<file path="config.mk">
export PLATFORM = sky130hd
export DESIGN_NAME = uart_core
export DESIGN_NICKNAME = d
export VERILOG_FILES = /design/src/uart_pkg.sv /design/src/uart_rx.sv /design/src/uart_tx.sv /design/src/uart_rx_fifo.sv /design/src/uart_core.sv
export SDC_FILE = /design/constraint.sdc
export NUM_CORES = 1
export LEC_CHECK = 0
export ABC_CLOCK_PERIOD_IN_PS = 3000
export BUFFER_PORTS_ARGS = -buffer_cell sky130_fd_sc_hd__clkbuf_2
export CAP_MARGIN = 0
export CORE_MARGIN = 5
export CORE_UTILIZATION = 50
export DETAILED_ROUTE_END_ITERATION = 16
export GPL_ROUTABILITY_DRIVEN = 0
export PLACE_DENSITY = 0.64
export SYNTH_ARGS = -nofsm -noshare
export SYNTH_HDL_FRONTEND = slang
export SYNTH_SLANG_ARGS = --single-unit
</file>
<file path="constraint.sdc">
create_clock -name i_clk -period 3 [get_ports i_clk]
set_input_delay 0.3 -clock i_clk [delete_from_list [all_inputs] [get_ports i_clk]]
set_output_delay 0.3 -clock i_clk [all_outputs]
set_load 0.01 [all_outputs]
</file>
<file path="src/uart_pkg.sv">
/*
 * UART shared definitions.
 * Bit timing, receive FIFO sizing and the state encodings of the
 * receiver and transmitter state machines.
 */
`default_nettype none

package uart_pkg;

   // One bit period in clock cycles. Kept short so simulation runs fast.
   localparam int CLKS_PER_BIT = 8;
   localparam int HALF_BIT     = CLKS_PER_BIT / 2;
   localparam int CNT_W        = $clog2(CLKS_PER_BIT);

   // Receive FIFO depth, a power of two so the pointers wrap naturally.
   localparam int FIFO_DEPTH = 4;
   localparam int FIFO_PTR_W = $clog2(FIFO_DEPTH);
   localparam int FIFO_CNT_W = FIFO_PTR_W + 1;

   // The receiver shifts data in behind this marker bit.
   localparam logic [7:0] RX_SENTINEL = 8'h80;
   // Transmit shift register content once all data bits are gone.
   localparam logic [8:0] TX_LAST     = 9'h001;

   typedef enum logic [1:0] {
      RX_IDLE,
      RX_START,
      RX_DATA,
      RX_STOP
   } rx_state_t;

   typedef enum logic [1:0] {
      TX_IDLE,
      TX_START,
      TX_DATA,
      TX_STOP
   } tx_state_t;

endpackage

`default_nettype wire

</file>
<file path="src/uart_rx.sv">
/*
 * UART receiver.
 * Detects the start bit, samples each data bit at mid-bit, checks the
 * stop bit and holds the received byte valid until it is accepted.
 */
`timescale 1ns/10ps
`default_nettype none

module uart_rx
   import uart_pkg::*;
(
   input  logic       i_clk,
   input  logic       i_nrst,
   input  logic       i_rx,
   output logic [7:0] o_data,
   output logic       o_valid,
   input  logic       i_accept,
   output logic       o_frame_err
);

   rx_state_t        state;
   logic [CNT_W-1:0] count;
   logic             rx_s;
   logic             half_end;
   logic             bit_end;

   assign half_end = (count == CNT_W'(HALF_BIT - 1));
   assign bit_end  = (count == CNT_W'(CLKS_PER_BIT - 1));

   // Single sampling flop on the serial input. The line idles high.
   always_ff @(posedge i_clk or negedge i_nrst) begin
      if (!i_nrst) begin
         rx_s <= 1'b1;
      end else begin
         rx_s <= i_rx;
      end
   end

   always_ff @(posedge i_clk or negedge i_nrst) begin
      if (!i_nrst) begin
         state       <= RX_IDLE;
         count       <= '0;
         o_data      <= '0;
         o_valid     <= 1'b0;
         o_frame_err <= 1'b0;
      end else begin
         count       <= count + 1'b1;
         o_frame_err <= 1'b0;
         if (i_accept) begin
            o_valid <= 1'b0;
         end
         case (state)
            RX_IDLE: begin
               // A new start bit withdraws any byte still on offer.
               if (!rx_s) begin
                  state   <= RX_START;
                  count   <= '0;
                  o_data  <= RX_SENTINEL;
                  o_valid <= 1'b0;
               end
            end
            RX_START: begin
               if (half_end) begin
                  state <= RX_DATA;
                  count <= '0;
               end
            end
            RX_DATA: begin
               if (bit_end) begin
                  o_data <= {rx_s, o_data[7:1]};
                  count  <= '0;
                  // The sentinel sits in bit 0 when the last data bit arrives.
                  if (o_data[0]) begin
                     state <= RX_STOP;
                  end
               end
            end
            RX_STOP: begin
               // The byte is offered only after its frame has been checked,
               // so a badly framed byte never reaches the FIFO.
               if (bit_end) begin
                  state <= RX_IDLE;
                  count <= '0;
                  if (rx_s) begin
                     o_valid <= 1'b1;
                  end else begin
                     o_frame_err <= 1'b1;
                  end
               end
            end
            default: begin
               state <= RX_IDLE;
            end
         endcase
      end
   end

endmodule

`default_nettype wire

</file>
<file path="src/uart_tx.sv">
/*
 * UART transmitter.
 * Latches a byte on a start strobe and sends start bit, eight data
 * bits LSB first and a stop bit, one bit period each.
 */
`timescale 1ns/10ps
`default_nettype none

module uart_tx
   import uart_pkg::*;
(
   input  logic       i_clk,
   input  logic       i_nrst,
   input  logic [7:0] i_data,
   input  logic       i_start,
   output logic       o_tx,
   output logic       o_busy
);

   tx_state_t        state;
   logic [CNT_W-1:0] count;
   logic [8:0]       shreg;
   logic             bit_end;

   assign bit_end = (count == CNT_W'(CLKS_PER_BIT - 1));

   always_ff @(posedge i_clk or negedge i_nrst) begin
      if (!i_nrst) begin
         state  <= TX_IDLE;
         count  <= '0;
         shreg  <= '0;
         o_tx   <= 1'b1;
         o_busy <= 1'b0;
      end else begin
         count <= count + 1'b1;
         case (state)
            TX_IDLE: begin
               // Start strobes are only honoured here, so a strobe while
               // busy is simply dropped.
               if (i_start) begin
                  shreg  <= {1'b1, i_data};
                  state  <= TX_START;
                  count  <= '0;
                  o_tx   <= 1'b0;
                  o_busy <= 1'b1;
               end
            end
            TX_START: begin
               if (bit_end) begin
                  state <= TX_DATA;
                  count <= '0;
                  o_tx  <= shreg[0];
                  shreg <= {1'b0, shreg[8:1]};
               end
            end
            TX_DATA: begin
               if (bit_end) begin
                  count <= '0;
                  // Only the marker bit left means all eight bits are out.
                  if (shreg == TX_LAST) begin
                     state <= TX_STOP;
                     o_tx  <= 1'b1;
                  end else begin
                     o_tx  <= shreg[0];
                     shreg <= {1'b0, shreg[8:1]};
                  end
               end
            end
            TX_STOP: begin
               if (bit_end) begin
                  state  <= TX_IDLE;
                  count  <= '0;
                  o_busy <= 1'b0;
               end
            end
            default: begin
               state <= TX_IDLE;
            end
         endcase
      end
   end

endmodule

`default_nettype wire

</file>
<file path="src/uart_rx_fifo.sv">
/*
 * Receive FIFO.
 * Takes one byte per valid from the receiver, presents the oldest
 * byte to the host and pulses overflow when a byte is dropped.
 */
`timescale 1ns/10ps
`default_nettype none

module uart_rx_fifo
   import uart_pkg::*;
(
   input  logic       i_clk,
   input  logic       i_nrst,
   input  logic [7:0] i_wdata,
   input  logic       i_wvalid,
   output logic       o_waccept,
   output logic [7:0] o_rdata,
   output logic       o_rvalid,
   input  logic       i_pop,
   output logic       o_overflow
);

   logic [7:0]            mem [FIFO_DEPTH];
   logic [FIFO_PTR_W-1:0] wr_ptr;
   logic [FIFO_PTR_W-1:0] rd_ptr;
   logic [FIFO_CNT_W-1:0] count;
   logic                  wvalid_q;
   logic                  full;
   logic                  do_pop;
   logic                  do_write;

   // Accept on the rising edge of valid so a held level writes once.
   assign o_waccept = i_wvalid && !wvalid_q;

   assign full     = (count == FIFO_CNT_W'(FIFO_DEPTH));
   assign o_rvalid = (count != '0);
   assign o_rdata  = mem[rd_ptr];
   assign do_pop   = i_pop && o_rvalid;
   // A pop in the same cycle frees a slot for the incoming byte.
   assign do_write = o_waccept && (!full || do_pop);

   always_ff @(posedge i_clk or negedge i_nrst) begin
      if (!i_nrst) begin
         wvalid_q   <= 1'b0;
         wr_ptr     <= '0;
         rd_ptr     <= '0;
         count      <= '0;
         o_overflow <= 1'b0;
      end else begin
         wvalid_q   <= i_wvalid;
         o_overflow <= o_waccept && !do_write;
         if (do_write) begin
            wr_ptr <= wr_ptr + 1'b1;
         end
         if (do_pop) begin
            rd_ptr <= rd_ptr + 1'b1;
         end
         case ({do_write, do_pop})
            2'b10:   count <= count + 1'b1;
            2'b01:   count <= count - 1'b1;
            default: count <= count;
         endcase
      end
   end

   always_ff @(posedge i_clk) begin
      if (do_write) begin
         mem[wr_ptr] <= i_wdata;
      end
   end

endmodule

`default_nettype wire

</file>
<file path="src/uart_core.sv">
/*
 * UART core top level.
 * Joins receiver, receive FIFO and transmitter between the serial
 * pins and the host side.
 */
`timescale 1ns/10ps
`default_nettype none

module uart_core (
   input  logic       i_clk,
   input  logic       i_nrst,
   input  logic       i_rx,
   output logic       o_tx,
   input  logic [7:0] i_tx_data,
   input  logic       i_tx_start,
   output logic       o_tx_busy,
   output logic [7:0] o_rx_data,
   output logic       o_rx_valid,
   input  logic       i_rx_pop,
   output logic       o_rx_overflow,
   output logic       o_frame_err
);

   logic [7:0] rx_byte;
   logic       rx_valid;
   logic       rx_accept;

   uart_rx u_rx (
      .i_clk       (i_clk),
      .i_nrst      (i_nrst),
      .i_rx        (i_rx),
      .o_data      (rx_byte),
      .o_valid     (rx_valid),
      .i_accept    (rx_accept),
      .o_frame_err (o_frame_err)
   );

   // The FIFO is the only place that knows about fullness.
   uart_rx_fifo u_rx_fifo (
      .i_clk      (i_clk),
      .i_nrst     (i_nrst),
      .i_wdata    (rx_byte),
      .i_wvalid   (rx_valid),
      .o_waccept  (rx_accept),
      .o_rdata    (o_rx_data),
      .o_rvalid   (o_rx_valid),
      .i_pop      (i_rx_pop),
      .o_overflow (o_rx_overflow)
   );

   uart_tx u_tx (
      .i_clk   (i_clk),
      .i_nrst  (i_nrst),
      .i_data  (i_tx_data),
      .i_start (i_tx_start),
      .o_tx    (o_tx),
      .o_busy  (o_tx_busy)
   );

endmodule

`default_nettype wire

</file>
# == Yosys cells after proc, flatten, opt, wreduce, memory -nomap -nowiden ==
# Memory sizes are Yosys's and may differ from the RTL's.
# Cells that the tools add are included.
# Widths: inputs -> output; s select.
# totals
reg_bits,41
output_inout_bits,13
n_memories,1
input_bits,13
elab_cells,116
mem_bits_rw,32
# classes
n_reduce_logical,23
n_addsub,6
eq_ne,24
muxes,46
# mem_list
memory,words,width,read_ports,rd_ports_with_merged_regs,write_ports,line_no,source
u_rx_fifo.mem,4,8,1,0,1,uart_rx_fifo.sv:23,logic [7:0] mem [FIFO_DEPTH];
# ops
operator,n
$mux 9,4
$pmux 9 s3,1
$mux 2,10
$mux 8,2
$ne 2x1->1 const B,8
$pmux 2 s4,2
$pmux 8 s2,1
$mux 1,15
$mux 3,5
$reduce_and 5->1,3
$pmux 3 s2,2
$eq 2x2->1 const B,5
$add 3x1->3 const B,3
$eq 3x3->1 const B,3
$eq 9x1->1 const B,1
$pmux 3 s3,1
$eq 2x1->1 const B,3
$ne 2x2->1 const B,3
$reduce_and 3->1,2
$reduce_bool 2->1,3
$reduce_bool 3->1,2
$add 2x1->2 const B,2
$logic_and 1x1->1,4
$logic_not 2->1,2
other kinds (9),12

# == Longest topological paths before layout ==
# logic_depth
ltp_word,6
depth_mapped,10
mapped_depth_nobuf,9

# == Cells and area by module ==
# From an unflattened synthesis, not the netlist that was laid out.
# unflattened
hier_cells,281
hier_area_um2,3632.2
# by_module_without_submodules
module,instances,area_each_um2,cells_per_inst
uart_rx_fifo,1,1706.6,94
uart_rx,1,1058.5,116
uart_tx,1,867.1,71

# == Worst setup path after synthesis ==
# OpenSTA, ideal clock, no wires.
# synth_timing
path_kind,reg2reg
start,register u_rx_fifo.count[0]
end,register u_rx_fifo.count[2]
synth_period_minus_slack_ns,2.309
path_stages_with_launch,11
arrival_ns,2.229
setup_slack_ns,0.691
n_path_buf,1
path_cell_list,dfrtp_1 or4b_1 and3b_1 buf_6 inv_1 ha_1 inv_1 fa_1 xor2_1 nor2_1 xor2_1
# synth_via
elab_chain_cells,6
word_cells_on_any_way,12
classes_between,add/sub (2); eq/ne (3); mux (1); reduce/logical (6)
# synth_rtl
item,line_no,source
from (decl),uart_rx_fifo.sv:26,logic [FIFO_CNT_W-1:0] count;
from (signal assigned),uart_rx_fifo.sv:59,2'b10: count <= count + 1'b1;
from (signal assigned),uart_rx_fifo.sv:60,2'b01: count <= count - 1'b1;
from (signal assigned),uart_rx_fifo.sv:61,default: count <= count;
$eq 3x3->1 or $reduce_bool 3->1 (tied branches),"uart_rx_fifo.sv:35, uart_rx_fifo.sv:36",
$logic_not 1->1 or $logic_and 1x1->1 (tied branches),"uart_rx_fifo.sv:40, uart_rx_fifo.sv:38",
$logic_or 1x1->1,uart_rx_fifo.sv:40,assign do_write = o_waccept && (!full || do_pop);
$logic_and 1x1->1,uart_rx_fifo.sv:40,
$eq 2x1->1 or $eq 2x2->1 (tied branches),uart_rx_fifo.sv:58,"case ({do_write, do_pop})"
$pmux 3 s2 or $reduce_bool 2->1 (tied branches),n/a,
# Several ways; a longest one is shown, not always the timed one.
# A chain may end at the register's enable or synchronous reset.

# == Worst setup path after layout ==
# layout_timing
start,register u_rx_fifo.count[1]
end,register u_rx_fifo.count[2]
# Same word-level chain as after synthesis.

==> run_results.csv <==
group,metric,value,unit
final_layout,utilization,0.5847,
placement,placed_cell_area,3541,um^2
drt,avgRoutedWirePerCell,15.55,um
clock_network,cts_tree,"done",
synthesis,syn_nets,267,
final_layout,final_area,3776,um^2
timing,rsz0062_at_grt,"no",
worst_setup_path,rrSetupSlack,0.54,ns
drt,avgViaCountPerCell,5.403,
final_layout,areaGrowthSynthToFinish,12.28,%
power,vdd.ir_drop.worst,0.0005577,V
clock_network,clockBufferDepth,2,
worst_setup_path,slowest_delay,0.54,ns
worst_setup_path,r2r_cells,9,
timing,setup_viol,0,
clock_network,cts_hold_buf,0,
timing,fin_crit_sh,0.8206,
worst_setup_path,crit_chain,"or4b_1 -> and3b_1 -> inv_1 -> ha_1 -> inv_1 -> fa_1 -> xor2_1 -> nor2_1 -> xor2_1",
power,total_power,3.642,mW
synthesis,async_flop_share,0.5616,
synthesis,synth_ff_type,"dfrtp_1",
synthesis,synth_warnings,0,
synthesis,synth_seq_cells,73,
power,power.density,964.4,nW/um^2
timing,slew_viol_final,0,
floorplanning,die_x,92.02,um
worst_setup_path,crit_path_end,"u_rx_fifo.count[2]",
grt,grt_pass1_vias,1869,
placement,dp.final_hpwl,3572,um
synthesis,synth_area_leaders,"dfrtp_1 (29%), edfxtp_1 (29%), ha_1 (7.1%), mux4_2 (5.4%), a22o_1 (4.2%)",
clock_network,cts_post_setup_buffers_inserted,0,
grt,grt-ovfl-total,0,
worst_setup_path,r2r-end,"u_rx_fifo.count[2]",
power,p_leak,1.654,nW
final_layout,final_nets,296,
synthesis,syn_inst,234,
grt,grt_usage,0.1428,
final_layout,num_antenna_cells,0,
clock_network,htreeDepth,3,
drt,routed_wl,5364,um
synthesis,yosys.cell_types.count,46,
floorplanning,rows,29,
worst_setup_path,start_kind,"flip-flop",
timing,period_needed,2.462,ns
floorplanning,core-area,6459,um^2
grt,grt_pass1_wl,9404,um
grt,grt_max_degree,42,
timing,worst_pin_slew,1.009,ns
drt,vias,1864,
synthesis,yosys.area.top_type,"dfrtp_1",
clock_network,ctsResizeCount,0,
final_layout,fillCellCount,527,
timing,finalSetupTns,0,ns
synthesis,seq_area_frac_synth,0.5915,
worst_setup_path,reg2reg_from,"u_rx_fifo.count[1]",
flow_run,drv_cap,0,
worst_setup_path,crit_fanout,8,
run_status,status,"finished, final reports clean",
clock_network,clk_pin_slew,0.08,ns
drt,drt_iter0_markers,72,
worst_setup_path,startpoint,"u_rx_fifo.count[1]",
grt,antenna_found_initial,0,
worst_setup_path,worst_ep_required_time,3.26,ns
timing,slew_headroom,0.3273,
clock_network,clk_latency,0.34,ns
timing,finClkSkew,0.01169,ns
worst_setup_path,endpoint_kind,"flip-flop",
drt,post-route-drc-count,0,
clock_network,cts_made_buffers,9,
synthesis,synth_top_area_frac,0.2902,
floorplanning,fp.dieH,92.02,um
synthesis,avgSynthCellArea,14.37,um^2
worst_setup_path,slowest_stage,"or4b_1",
clock_network,clockRootBuffer,"clkbuf_8",
placement,io_buffers,25,
floorplanning,initial_utilization,0.5207,
floorplanning,dieArea,8467,um^2
drt,dr.pass1.iters,4,
floorplanning,pin_count,26,
timing,max_freq,406.2,MHz
placement,post-place-ws,0.5474,ns
timing,hold_violations,0,
timing,setup_ws,0.5382,ns
synthesis,synth_edf_count,32,
drt,postRouteAntennaNets,0,
hold_path,hold_path_class,"input port to flip-flop",
synthesis,syn_area,3363,um^2
clock_network,cts.sinks,73,
worst_setup_path,arrival,2.72,ns
worst_setup_path,critical_path_class,"flip-flop to flip-flop",
final_layout,drive_gt1_frac,0.2724,
cells in the final DEF (no fill, tap or decap), types with 2 or more instances in the layout:
cell / n
mux2_2: 7
xor2_1: 3
nand3_1: 2
o21ai_0: 7
nor2b_1: 2
ha_1: 19
mux4_2: 8
nor3b_1: 2
clkbuf_8: 9
xnor2_1: 2
dfrtp_1: 39
dfstp_2: 2
a21oi_1: 5
clkbuf_2: 25
mux2_4: 5
nand2_1: 13
inv_1: 17
nand2b_1: 3
and2_1: 2
a22o_1: 16
clkinv_2: 2
nor2_1: 8
a21o_1: 2
mux2i_1: 8
and2_4: 4
edfxtp_1: 32
bufinv_16: 3
kinds of logic (layout without fill, tap and decap cells):
logic type | after synthesis | count (layout) | share of synthesized area
buf+inv | 25 | 59 | 0.03311
compound gates | 40 | 40 | 0.09040
mux | 28 | 28 | 0.1231
fa+ha+maj | 20 | 20 | 0.07664
simple gates | 42 | 42 | 0.06734
flops | 73 | 73 | 0.5915
xor+xnor | 6 | 6 | 0.01786
layout make-up:
cell class | count | area [um^2] | share of cell area
clock buffer | 10 | 127.6 | 0.03380
clock inverter | 6 | 107.6 | 0.02850
inverter | 18 | 67.56 | 0.01789
multi-input combinational | 136 | 1262 | 0.3343
sequential | 73 | 1989 | 0.5268
tap | 77 | 96.34 | 0.02551
timing repair buffer | 25 | 125.1 | 0.03313
Yosys cell counts (all sizes together) (2+ instances only):
master	n
a21o	2
a21oi	5
a22o	16
and2	6
buf	5
clkbuf	2
dfrtp	39
dfstp	2
edfxtp	32
ha	19
inv	18
mux2	12
mux2i	8
mux4	8
nand2	13
nand2b	3
nand3	2
nor2	8
nor2b	2
nor3b	2
o211ai	2
o21ai	9
xnor2	3
xor2	3
registers in the layout, summed over array words and instances (netlist names), 2 cells and up:
name,count
u_rx.count,3
u_rx_fifo.wr_ptr,2
u_tx.state,2
u_rx_fifo.count,3
u_rx.o_data,8
u_tx.count,3
u_rx_fifo.mem,32
u_rx.state,2
u_rx_fifo.rd_ptr,2
u_tx.shreg,9
power breakdown:
part | switching, mW | total [mW] | leakage, nW | internal [mW]
clock | 0.353 | 0.903 | 0.116 | 0.550
combinational | 0.622 | 1.30 | 0.720 | 0.682
sequential | 0.194 | 1.43 | 0.818 | 1.24
per-stage QoR:
stage	hold slack (ns)	cells
after global placement	0.3884	329
after detailed placement	0.3905	329
after global routing	0.006512	345
final	0.03731	345
after floorplan	0.004409	234
after CTS	0.02092	345
worst min-delay path by stage:
stage / start / to / slack [ns] / depth (start not counted)
floorplan: i_nrst / u_rx.count[0] / 0.004 / 0
global placement: i_rx / u_rx.rx_s / 0.39 / 1
detailed placement: i_rx / u_rx.rx_s / 0.39 / 1
CTS: i_rx / u_rx.rx_s / 0.02 / 1
global route: i_rx / u_rx.rx_s / 0.007 / 1
finish: i_rx / u_rx.rx_s / 0.04 / 1
worst max-delay path: cells and delay by family (launching register included):
family / cells / cell delay, ns
fa+ha+maj: 2 / 0.56
buf+inv: 2 / 0.15
flops: 1 / 0.40
simple gates: 3 / 0.96
xor+xnor: 2 / 0.32
layer usage:
| metal | GRT usage | share of wire | up-vias |
|---|---|---|---|
| met1 | 0.1959 | 0.48 | 918 |
| met2 | 0.2123 | 0.46 | 31 |
| met4 | 0.05941 | 0.012 | 0 |
| met5 | 0 | 0 | - |
| met3 | 0.04337 | 0.043 | 5 |
| li1 | - | - | 910 |
(Power assumes the default switching activity.)
